### src/logic/bridge_pkg.sv
package bridge_pkg;

    localparam int ADDR_WIDTH = 32;
    localparam int DATA_WIDTH = 32;
    localparam int STRB_WIDTH = 4;

    // memory map, base and size per region
    localparam logic [ADDR_WIDTH-1:0] MROM_BASE  = 32'h2000_0000; // read only
    localparam logic [ADDR_WIDTH-1:0] MROM_SIZE  = 32'h0000_1000;
    localparam logic [ADDR_WIDTH-1:0] UART_BASE  = 32'h1000_0000;
    localparam logic [ADDR_WIDTH-1:0] UART_SIZE  = 32'h0000_1000;
    localparam logic [ADDR_WIDTH-1:0] SPI_BASE   = 32'h1000_1000;
    localparam logic [ADDR_WIDTH-1:0] SPI_SIZE   = 32'h0000_1000;
    localparam logic [ADDR_WIDTH-1:0] SRAM_BASE  = 32'h0f00_0000;
    localparam logic [ADDR_WIDTH-1:0] SRAM_SIZE  = 32'h0000_2000;
    localparam logic [ADDR_WIDTH-1:0] FLASH_BASE = 32'h3000_0000;
    localparam logic [ADDR_WIDTH-1:0] FLASH_SIZE = 32'h1000_0000;
    localparam logic [ADDR_WIDTH-1:0] CLINT_BASE = 32'h0200_0000; // read only
    localparam logic [ADDR_WIDTH-1:0] CLINT_SIZE = 32'h0001_0000;

    // shared by aw and ar
    typedef struct packed {
        logic [ADDR_WIDTH-1:0] addr;
        logic [2:0]            size;
        logic [2:0]            prot;
    } addr_req_t;

    typedef struct packed {
        logic [DATA_WIDTH-1:0] data;
        logic [STRB_WIDTH-1:0] strb;
    } wdata_t;

    typedef logic [1:0] bresp_t;

    typedef struct packed {
        logic [DATA_WIDTH-1:0] data;
        logic [1:0]            resp;
    } rdata_t;

    typedef enum logic [1:0] {
        GRANT_IDLE = 2'b00,
        GRANT_INST = 2'b01,
        GRANT_MEM  = 2'b10
    } grant_e;

    // offset compare, so base + size never has to fit
    function automatic logic in_region(
        input logic [ADDR_WIDTH-1:0] addr,
        input logic [ADDR_WIDTH-1:0] base,
        input logic [ADDR_WIDTH-1:0] size
    );
        return (addr >= base) && ((addr - base) < size);
    endfunction

endpackage

### src/logic/master_arbiter.sv
`timescale 1ns/1ns

module master_arbiter (
    input  logic                  aclk,
    input  logic                  areset,
    input  logic                  inst_fetch_flag,
    input  logic                  mem_access_flag,

    input  logic                  lsu_awvalid,
    input  bridge_pkg::addr_req_t lsu_awreq,
    output logic                  lsu_awready,
    input  logic                  lsu_wvalid,
    input  bridge_pkg::wdata_t    lsu_w,
    output logic                  lsu_wready,
    output logic                  lsu_bvalid,
    output bridge_pkg::bresp_t    lsu_b,
    input  logic                  lsu_bready,
    input  logic                  lsu_arvalid,
    input  bridge_pkg::addr_req_t lsu_arreq,
    output logic                  lsu_arready,
    output logic                  lsu_rvalid,
    output bridge_pkg::rdata_t    lsu_r,
    input  logic                  lsu_rready,

    input  logic                  ifu_arvalid,
    input  bridge_pkg::addr_req_t ifu_arreq,
    output logic                  ifu_arready,
    output logic                  ifu_rvalid,
    output bridge_pkg::rdata_t    ifu_r,
    input  logic                  ifu_rready,

    output logic                  bus_awvalid,
    output bridge_pkg::addr_req_t bus_awreq,
    input  logic                  bus_awready,
    output logic                  bus_wvalid,
    output bridge_pkg::wdata_t    bus_w,
    input  logic                  bus_wready,
    input  logic                  bus_bvalid,
    input  bridge_pkg::bresp_t    bus_b,
    output logic                  bus_bready,
    output logic                  bus_arvalid,
    output bridge_pkg::addr_req_t bus_arreq,
    input  logic                  bus_arready,
    input  logic                  bus_rvalid,
    input  bridge_pkg::rdata_t    bus_r,
    output logic                  bus_rready
);
    import bridge_pkg::*;

    grant_e grant;
    logic   allow_lsu;
    logic   allow_ifu;

    // core never fetches and accesses memory at once, so one owner at a time
    always_ff @(posedge aclk) begin
        if (areset) begin
            grant <= GRANT_IDLE;
        end else begin
            case (grant)
                GRANT_IDLE: grant <= GRANT_INST;
                GRANT_INST: if (mem_access_flag) grant <= GRANT_MEM;
                GRANT_MEM:  if (inst_fetch_flag) grant <= GRANT_INST;
                default:    grant <= GRANT_IDLE;
            endcase
        end
    end

    assign allow_lsu = (grant == GRANT_MEM);
    assign allow_ifu = (grant == GRANT_INST);

    // write side, lsu only
    assign bus_awvalid = allow_lsu & lsu_awvalid;
    assign bus_awreq   = allow_lsu ? lsu_awreq : '0;
    assign lsu_awready = allow_lsu & bus_awready;
    assign bus_wvalid  = allow_lsu & lsu_wvalid;
    assign bus_w       = allow_lsu ? lsu_w : '0;
    assign lsu_wready  = allow_lsu & bus_wready;
    assign lsu_bvalid  = allow_lsu & bus_bvalid;
    assign lsu_b       = allow_lsu ? bus_b : '0;
    assign bus_bready  = allow_lsu & lsu_bready;

    // read side
    assign bus_arvalid = allow_lsu ? lsu_arvalid :
                         allow_ifu ? ifu_arvalid : 1'b0;
    assign bus_arreq   = allow_lsu ? lsu_arreq :
                         allow_ifu ? ifu_arreq : '0;
    assign bus_rready  = allow_lsu ? lsu_rready :
                         allow_ifu ? ifu_rready : 1'b0;

    assign lsu_arready = allow_lsu & bus_arready;
    assign lsu_rvalid  = allow_lsu & bus_rvalid;
    assign lsu_r       = allow_lsu ? bus_r : '0;

    assign ifu_arready = allow_ifu & bus_arready;
    assign ifu_rvalid  = allow_ifu & bus_rvalid;
    assign ifu_r       = allow_ifu ? bus_r : '0;

endmodule

### src/logic/addr_decoder.sv
`timescale 1ns/1ns

module addr_decoder (
    input  logic                  bus_awvalid,
    input  bridge_pkg::addr_req_t bus_awreq,
    input  logic                  bus_arvalid,
    input  bridge_pkg::addr_req_t bus_arreq,
    output logic                  hit_soc,
    output logic                  hit_clint,
    output logic                  access_fault
);
    import bridge_pkg::*;

    logic [ADDR_WIDTH-1:0] aw_addr;
    logic [ADDR_WIDTH-1:0] ar_addr;
    logic                  wr_soc;
    logic                  rd_soc;
    logic                  rd_clint;

    assign aw_addr = bus_awreq.addr;
    assign ar_addr = bus_arreq.addr;

    // mrom is not writable
    assign wr_soc = bus_awvalid & (
                        in_region(aw_addr, UART_BASE, UART_SIZE) |
                        in_region(aw_addr, SPI_BASE, SPI_SIZE) |
                        in_region(aw_addr, SRAM_BASE, SRAM_SIZE) |
                        in_region(aw_addr, FLASH_BASE, FLASH_SIZE));

    assign rd_soc = bus_arvalid & (
                        in_region(ar_addr, MROM_BASE, MROM_SIZE) |
                        in_region(ar_addr, UART_BASE, UART_SIZE) |
                        in_region(ar_addr, SPI_BASE, SPI_SIZE) |
                        in_region(ar_addr, SRAM_BASE, SRAM_SIZE) |
                        in_region(ar_addr, FLASH_BASE, FLASH_SIZE));

    assign rd_clint = bus_arvalid & in_region(ar_addr, CLINT_BASE, CLINT_SIZE); // timer regs

    assign hit_soc   = wr_soc | rd_soc;
    assign hit_clint = rd_clint;

    // request outside every permitted region
    assign access_fault = (bus_awvalid | bus_arvalid) & ~(hit_soc | hit_clint);

endmodule

### src/logic/slave_router.sv
`timescale 1ns/1ns

module slave_router (
    input  logic                                aclk,
    input  logic                                areset,
    input  logic                                hit_soc,
    input  logic                                hit_clint,

    input  logic                                bus_awvalid,
    input  bridge_pkg::addr_req_t               bus_awreq,
    output logic                                bus_awready,
    input  logic                                bus_wvalid,
    input  bridge_pkg::wdata_t                  bus_w,
    output logic                                bus_wready,
    output logic                                bus_bvalid,
    output bridge_pkg::bresp_t                  bus_b,
    input  logic                                bus_bready,
    input  logic                                bus_arvalid,
    input  bridge_pkg::addr_req_t               bus_arreq,
    output logic                                bus_arready,
    output logic                                bus_rvalid,
    output bridge_pkg::rdata_t                  bus_r,
    input  logic                                bus_rready,

    output logic                                soc_awvalid,
    output bridge_pkg::addr_req_t               soc_awreq,
    input  logic                                soc_awready,
    output logic                                soc_wvalid,
    output bridge_pkg::wdata_t                  soc_w,
    input  logic                                soc_wready,
    input  logic                                soc_bvalid,
    input  bridge_pkg::bresp_t                  soc_b,
    output logic                                soc_bready,
    output logic                                soc_arvalid,
    output bridge_pkg::addr_req_t               soc_arreq,
    input  logic                                soc_arready,
    input  logic                                soc_rvalid,
    input  bridge_pkg::rdata_t                  soc_r,
    output logic                                soc_rready,

    output logic                                clint_arvalid,
    output logic [bridge_pkg::ADDR_WIDTH-1:0]   clint_araddr,
    input  logic                                clint_arready,
    input  logic                                clint_rvalid,
    input  bridge_pkg::rdata_t                  clint_r,
    output logic                                clint_rready
);
    import bridge_pkg::*;

    logic soc_route_q;
    logic clint_route_q;
    logic soc_active;
    logic clint_active;
    logic soc_done;
    logic clint_done;

    // response handshake ends the transaction
    assign soc_done   = (soc_bvalid & soc_bready) | (soc_rvalid & soc_rready);
    assign clint_done = clint_rvalid & clint_rready; // read only target

    // route stays after the address phase until the response is taken
    always_ff @(posedge aclk) begin
        if (areset) begin
            soc_route_q <= 1'b0;
        end else if (soc_done) begin
            soc_route_q <= 1'b0;
        end else if (hit_soc) begin
            soc_route_q <= 1'b1;
        end
    end

    always_ff @(posedge aclk) begin
        if (areset) begin
            clint_route_q <= 1'b0;
        end else if (clint_done) begin
            clint_route_q <= 1'b0;
        end else if (hit_clint) begin
            clint_route_q <= 1'b1;
        end
    end

    assign soc_active   = hit_soc | soc_route_q;
    assign clint_active = ~soc_active & (hit_clint | clint_route_q); // soc wins

    // soc, full read and write
    assign soc_awvalid = soc_active & bus_awvalid;
    assign soc_awreq   = soc_active ? bus_awreq : '0;
    assign soc_wvalid  = soc_active & bus_wvalid;
    assign soc_w       = soc_active ? bus_w : '0;
    assign soc_bready  = soc_active & bus_bready;
    assign soc_arvalid = soc_active & bus_arvalid;
    assign soc_arreq   = soc_active ? bus_arreq : '0;
    assign soc_rready  = soc_active & bus_rready;

    // clint gets the address only
    assign clint_arvalid = clint_active & bus_arvalid;
    assign clint_araddr  = clint_active ? bus_arreq.addr : '0;
    assign clint_rready  = clint_active & bus_rready;

    // back toward the arbiter, zeros when nothing is routed
    assign bus_awready = soc_active & soc_awready;
    assign bus_wready  = soc_active & soc_wready;
    assign bus_bvalid  = soc_active & soc_bvalid;
    assign bus_b       = soc_active ? soc_b : '0;

    assign bus_arready = soc_active   ? soc_arready :
                         clint_active ? clint_arready : 1'b0;
    assign bus_rvalid  = soc_active   ? soc_rvalid :
                         clint_active ? clint_rvalid : 1'b0;
    assign bus_r       = soc_active   ? soc_r :
                         clint_active ? clint_r : '0;

endmodule

### src/logic/axi_bridge.sv
`timescale 1ns/1ns

module axi_bridge (
    input  logic                                aclk,
    input  logic                                areset,
    input  logic                                inst_fetch_flag,
    input  logic                                mem_access_flag,
    output logic                                access_fault,

    input  logic                                lsu_awvalid,
    input  bridge_pkg::addr_req_t               lsu_awreq,
    output logic                                lsu_awready,
    input  logic                                lsu_wvalid,
    input  bridge_pkg::wdata_t                  lsu_w,
    output logic                                lsu_wready,
    output logic                                lsu_bvalid,
    output bridge_pkg::bresp_t                  lsu_b,
    input  logic                                lsu_bready,
    input  logic                                lsu_arvalid,
    input  bridge_pkg::addr_req_t               lsu_arreq,
    output logic                                lsu_arready,
    output logic                                lsu_rvalid,
    output bridge_pkg::rdata_t                  lsu_r,
    input  logic                                lsu_rready,

    input  logic                                ifu_arvalid,
    input  bridge_pkg::addr_req_t               ifu_arreq,
    output logic                                ifu_arready,
    output logic                                ifu_rvalid,
    output bridge_pkg::rdata_t                  ifu_r,
    input  logic                                ifu_rready,

    output logic                                soc_awvalid,
    output bridge_pkg::addr_req_t               soc_awreq,
    input  logic                                soc_awready,
    output logic                                soc_wvalid,
    output bridge_pkg::wdata_t                  soc_w,
    input  logic                                soc_wready,
    input  logic                                soc_bvalid,
    input  bridge_pkg::bresp_t                  soc_b,
    output logic                                soc_bready,
    output logic                                soc_arvalid,
    output bridge_pkg::addr_req_t               soc_arreq,
    input  logic                                soc_arready,
    input  logic                                soc_rvalid,
    input  bridge_pkg::rdata_t                  soc_r,
    output logic                                soc_rready,

    output logic                                clint_arvalid,
    output logic [bridge_pkg::ADDR_WIDTH-1:0]   clint_araddr,
    input  logic                                clint_arready,
    input  logic                                clint_rvalid,
    input  bridge_pkg::rdata_t                  clint_r,
    output logic                                clint_rready
);
    import bridge_pkg::*;

    // shared path between arbiter and router
    logic      bus_awvalid;
    addr_req_t bus_awreq;
    logic      bus_awready;
    logic      bus_wvalid;
    wdata_t    bus_w;
    logic      bus_wready;
    logic      bus_bvalid;
    bresp_t    bus_b;
    logic      bus_bready;
    logic      bus_arvalid;
    addr_req_t bus_arreq;
    logic      bus_arready;
    logic      bus_rvalid;
    rdata_t    bus_r;
    logic      bus_rready;
    logic      hit_soc;
    logic      hit_clint;

    master_arbiter u_master_arbiter (.*);

    addr_decoder u_addr_decoder (.*);

    slave_router u_slave_router (.*);

endmodule

### config.mk
export PLATFORM = sky130hd
export DESIGN_NAME = axi_bridge
export DESIGN_NICKNAME = d
export VERILOG_FILES = /design/src/logic/bridge_pkg.sv /design/src/logic/master_arbiter.sv /design/src/logic/addr_decoder.sv /design/src/logic/slave_router.sv /design/src/logic/axi_bridge.sv
export SDC_FILE = /design/constraint.sdc
export NUM_CORES = 1
export LEC_CHECK = 0
export BUFFER_PORTS_ARGS = -buffer_cell sky130_fd_sc_hd__buf_2
export CAP_MARGIN = 25
export CORE_AREA = 2 2 183 185
export DETAILED_ROUTE_END_ITERATION = 6
export DIE_AREA = 0 0 185 187
export SYNTH_ARGS = -nofsm -noshare
export SYNTH_HDL_FRONTEND = slang
export SYNTH_SLANG_ARGS = --single-unit
### constraint.sdc
create_clock -name aclk -period 4 [get_ports aclk]
set_clock_uncertainty 0.2 [all_clocks]
set_input_delay 1 -clock aclk [delete_from_list [all_inputs] [get_ports aclk]]
set_output_delay 1 -clock aclk [all_outputs]
set_load 0.01 [all_outputs]
; ---- Word level (Yosys, flattened, before mapping)
; Cells that the tools add are included.
[op_classes]
bitwise = 43
n_reduce_logical = 14
mux = 25
order_cmp = 20
add_sub_neg = 10
n_eq_ne = 4
[ops]
columns = op, count
row1 = two-way mux 38 bit, 5
row2 = less-than comparator 32 x 13 -> 1 bit (second input constant), 5
row3 = two-way mux 34 bit, 4
row4 = greater-or-equal comparator 32 x 29 -> 1 bit (second input constant), 4
row5 = subtractor 32 x 29 -> 32 bit (second input constant), 4
row6 = greater-or-equal comparator 32 x 30 -> 1 bit (second input constant), 3
row7 = subtractor 32 x 30 -> 32 bit (second input constant), 3
row8 = two-way mux 36 bit, 2
row9 = greater-or-equal comparator 32 x 28 -> 1 bit (second input constant), 2
row10 = less-than comparator 32 x 14 -> 1 bit (second input constant), 2
row11 = less-than comparator 32 x 29 -> 1 bit (second input constant), 2
row12 = subtractor 32 x 28 -> 32 bit (second input constant), 2
row13 = greater-or-equal comparator 32 x 26 -> 1 bit (second input constant), 1
row14 = less-than comparator 32 x 17 -> 1 bit (second input constant), 1
row15 = two-way mux 32 bit, 1
row16 = subtractor 32 x 26 -> 32 bit (second input constant), 1
row17 = bitwise AND 1 bit, 28
row18 = bitwise OR 1 bit, 13
row19 = logical AND 1 bit, 10
row20 = two-way mux 1 bit, 8
row21 = two-way mux 2 bit, 4
row22 = one-hot mux 2 bit (3 select lines), 1
row23 = inequality test 2 bit (second input constant), 2
row24 = OR reduction 2 bit, 2
row25 = other kinds (5), 6
[totals]
out_inout_bits = 229
input_bits = 238
register_bits = 4
elab_cells = 119

; ---- Depth between registers and ports, before layout
[logic_depth]
depth_word = 18
mapped_depth = 14
mapped_depth_nobuf = 11

; ---- By module
; A second synthesis with hierarchy kept.
[hier_totals]
cells_unflattened = 638
area_unflattened_um2 = 4100.2
[modules_own_cells]
columns = module, area_per_inst_um2, cells_each, n_inst, seq_area_each_um2
row1 = slave_router, 1859.3, 309, 1, 40.0
row2 = master_arbiter, 1594.0, 230, 1, 40.0
row3 = addr_decoder, 646.9, 99, 1, 0.0

; ---- Worst setup path after synthesis
; No wires, ideal clock.
[synth_timing]
path_kind = input to output
from = input ifu_arreq[35] in the netlist's numbering
to = output ifu_arready
t_arrival_ns = 3.200
stages = 11
path_slack_ns = -0.400
n_path_buf = 2
required_time_ns = 2.800
path_cell_list = a22oi_1 > inv_1 > ha_1 > xnor2_1 > or3_1 > o31a_1 > o211a_1 > nand2_2 > buf_6 > buf_6 > mux2i_1
[synth_via]
elab_chain_len = 17
word_cells_on_any_way = 40
cone_classes = 6 x add/sub / 12 x order compare / 4 x mux / 12 x bitwise / 6 x reduce/logical
[synth_rtl]
columns = element, line_no
row1 = from (decl), axi_bridge.sv:27  ; input bridge_pkg::addr_req_t ifu_arreq,
row2 = two-way mux 38 bit *, master_arbiter.sv:86  ; allow_ifu ? ifu_arreq : '0;
row3 = two-way mux 38 bit *, master_arbiter.sv:85  ; assign bus_arreq = allow_lsu ? lsu_arreq :
row4 = subtractor 32 x 30 -> 32 bit or subtractor 32 x 29 -> 32 bit (tied branches), bridge_pkg.sv:52  ; return (addr >= base) && ((addr - base) < size);
row5 = less-than comparator 32 x 13 -> 1 bit, bridge_pkg.sv:52
row6 = logical AND 1 bit, bridge_pkg.sv:52
row7 = bitwise OR 1 bit, addr_decoder.sv:31  ; in_region(ar_addr, MROM_BASE, MROM_SIZE) |
row8 = bitwise OR 1 bit, addr_decoder.sv:32  ; in_region(ar_addr, UART_BASE, UART_SIZE) |
row9 = bitwise OR 1 bit, addr_decoder.sv:33  ; in_region(ar_addr, SPI_BASE, SPI_SIZE) |
row10 = bitwise OR 1 bit, addr_decoder.sv:34  ; in_region(ar_addr, SRAM_BASE, SRAM_SIZE) |
row11 = bitwise AND 1 bit, addr_decoder.sv:30  ; assign rd_soc = bus_arvalid & (
row12 = bitwise OR 1 bit, addr_decoder.sv:39  ; assign hit_soc = wr_soc | rd_soc;
row13 = bitwise OR 1 bit, slave_router.sv:82  ; assign soc_active = hit_soc | soc_route_q;
row14 = NOT 1 bit, slave_router.sv:83  ; assign clint_active = ~soc_active & (hit_clint | clint_route_q);
row15 = bitwise AND 1 bit, slave_router.sv:83
row16 = two-way mux 1 bit, slave_router.sv:107  ; clint_active ? clint_arready : 1'b0;
row17 = two-way mux 1 bit *, slave_router.sv:106  ; assign bus_arready = soc_active ? soc_arready :
row18 = bitwise AND 1 bit *, master_arbiter.sv:94  ; assign ifu_arready = allow_ifu & bus_arready;
row19 = to (decl), axi_bridge.sv:28  ; output logic ifu_arready,
; Mark *: on every way between the ends. The rest lies on a longest branch, timed or not.

==> metrics.cfg <==
[run_status]
outcome = finished, violations left
violations = setup timing

[synthesis]
avgSynthCellArea_sq_um = 6.04
synthesis.nets = 885
ys_ff_latch = 4
synthesis.area_sq_um = 3900
async_flop_share_pct = 0
yosysTopAreaCellShare_pct = 18.7
synth_cells = 645
synth_seq_area_share_pct = 2.05
ys_warn_count = 0
ys_top_cells_by_area = mux2i_1 19%, and3_1 13%, nand3_1 10%
synth_cell_types = 57
synth_edf_count = 0
yosysTopAreaCell = mux2i_1
synthFlopType = dfxtp_1

[pwr]
p_per_area_nw_per_um2 = 83.7
p_total_uw = 864
netSwitchingFraction_pct = 44.6
pwr-share-clk_pct = 18.0
peakVddDrop_mv = 0.0683
power.switching_uw = 385
comb_power_share_pct = 76.9
seqPwrFrac_pct = 5.2
intPower_uw = 479
leakagePower_uw = 0.00463

[timing]
layout_min_cycle_time_ps = 4770
maxSlewHeadroom_pct = 45.8
rsz0062_at_grt = yes
timing.fmax_mhz = 209
setup_violations = 229
holdWs_ps = 604
worstMarginPinSlew_ps = 814
finalMaxSlewViolations = 0
finalCritPeriodShare_pct = 119
finalWorstSetupSlack_ps = -774
finalHoldViolCount = 0

[floorplanning]
die_h_microns = 187
initial_core_util_pct = 11.9
rows = 67
ioPinCount = 467
core_area_sq_um = 32900
die_w_microns = 185
die_area_sq_um = 34600

[flow_run]
cap_viol_max_count = 0

[clocking]
htreeDepth = 1
clock_sinks = 4
cts_tree = done
clk_latency_ps = 220
cts_hold_buf = 0
clkTransAtPathRegs_ps = 30
cts_buffers = 3
cts_root_buf = clkbuf_16
cts_buffer_depth = 2

[global_routing]
grt_overflow = 0
grtUsageMet2_pct = 30.1
grt_pass1_wl_microns = 42500
grt_use_met3_pct = 4.36
use_met1_pct = 17.0
grt_max_degree = 77
grt_usage_pct = 16.0
grt_busiest_layer = met2
grt_pass1_vias = 7249
antenna_found_initial = 11

[detailed_routing]
ant_nets = 0
viasPerCell = 4.46
drt_iter0_drc = 279
num_vias = 7476
drt-wirelength-per-cell_microns = 18.9
drc = 0
totalWireLength_microns = 31600
drtPass1Iterations = 4

[setup_path]
crit_fanout = 6
crit_chain = buf_8 > nor2_4 > o22ai_2 > buf_6 > nor4_4 > buf_4 > and4_1 > nor3_2 > a2111o_2 > buf_12 > nand2_8 > buf_8 > mux2i_2 > buf_2
required_ps = 2800
end_kind = output port
path_common_cell = buf_8
slowest_stage = a2111o_2
crit_type = in -> out
crit_arrival_ps = 3570
cp-start-kind = primary input
slowest_delay_ps = 560

[place]
gp_congestion = 0.890
hpwl_microns = 24400
dp_cells = 1618
port_buffers = 466

[layout]
mostFrequentLayoutCells = 380 x buf_2, 124 x buf_4, 94 x buf_6
final_common_cell = buf_2
synthToLayoutAreaGrowth_pct = 165
drive_above_1_share_pct = 70.2
fin_nets = 1466
stdcell_count = 1676

[hold_path]
hold_class = reg -> reg

[critical path: cells and delay by family]
family / cells / cell delay [ps]
buffers and inverters: 6 / 920
AO/OA/AOI/OAI: 2 / 650
multiplexers: 1 / 250
AND/OR/NAND/NOR: 5 / 740
[power by group through the flow]
stage | Clock (uW) | Sequential, uW | Combinational (uW)
floorplan | 0 | 43.8 | 259
finish | 155 | 44.6 | 664
global placement | 0 | 44.9 | 565
global route | 160 | 44.6 | 710
detailed placement | 0 | 45.0 | 573
CTS | 157 | 44.5 | 627
[registers in the layout (all words and copies together) (netlist names)]
name,cells
u_master_arbiter.grant,2
u_slave_router.clint_route_q,1
u_slave_router.soc_route_q,1
[per-layer routing]
layer,share of wire (%),routed length (microns)
met1,36,11300
met5,0.22,71
met3,8.6,2730
met2,52,16400
met4,3.5,1100
[path summary, 6_finish.rpt]
kind                             startpoint                          to  slack (ps)  cells after the start
setup reg to reg  u_master_arbiter.grant[0]  u_slave_router.soc_route_q         480                     13
hold reg to reg   u_master_arbiter.grant[0]   u_master_arbiter.grant[0]         600                      4
hold / removal    u_master_arbiter.grant[0]   u_master_arbiter.grant[0]         600                      4
setup / recovery              ifu_arreq[22]                   lsu_r[21]        -770                     14
[stage by stage]
step / utilization, % / TNS, ps / setup WS (ps) / area (sq um)
floorplan: - / -47460 / -312 / 4640
global placement: 25.0 / -151880 / -782 / 8210
global route: 31.4 / -175470 / -844 / 10300
finish: 31.4 / -156920 / -774 / 10300
CTS: 28.5 / -137120 / -675 / 9360
detailed placement: 25.0 / -154320 / -792 / 8210
[what timing repair did]
action / 4_1_cts / 5_1_grt
pin swaps: 21 / 69
endpoints found under the setup margin: 229 / 229
endpoints found under the hold margin: 0 / 0
resized for setup: 148 / 151
setup buffers: 30 / 8
gates cloned: 9 / 13
[cells by family after synthesis]
kind of cell / count (synthesis) / share of synthesized area [%]
buf+inv: 76 / 9.50
simple gates: 394 / 50.6
flops: 4 / 2.05
xor+xnor: 3 / 0.674
fa+ha+maj: 3 / 0.899
compound gates: 91 / 17.3
mux: 74 / 19.0
[synth_stat cells (5+ instances only)]
cell       n
a21oi_1    5
a22oi_1   36
and3_1    84
buf_2     20
buf_6      8
clkbuf_1  41
inv_1      6
mux2i_1   73
nand2_1   84
nand2b_1   6
nand3_1   78
nand4_1    6
nor2_1    91
nor3_1     9
nor4_1     9
o21ai_0    7
o22ai_1   10
or3_1      5
[final cells by class]
cell class | instances | area, sq um
fill | 3526 | 22500
clock buffer | 3 | 75.1
inverter | 6 | 25.0
antenna | 4 | 10.0
sequential | 4 | 80.1
tap | 448 | 561
timing repair buffer | 642 | 4800
multi-input combinational | 569 | 4770
No activity file was read; power rests on OpenSTA's default activity.
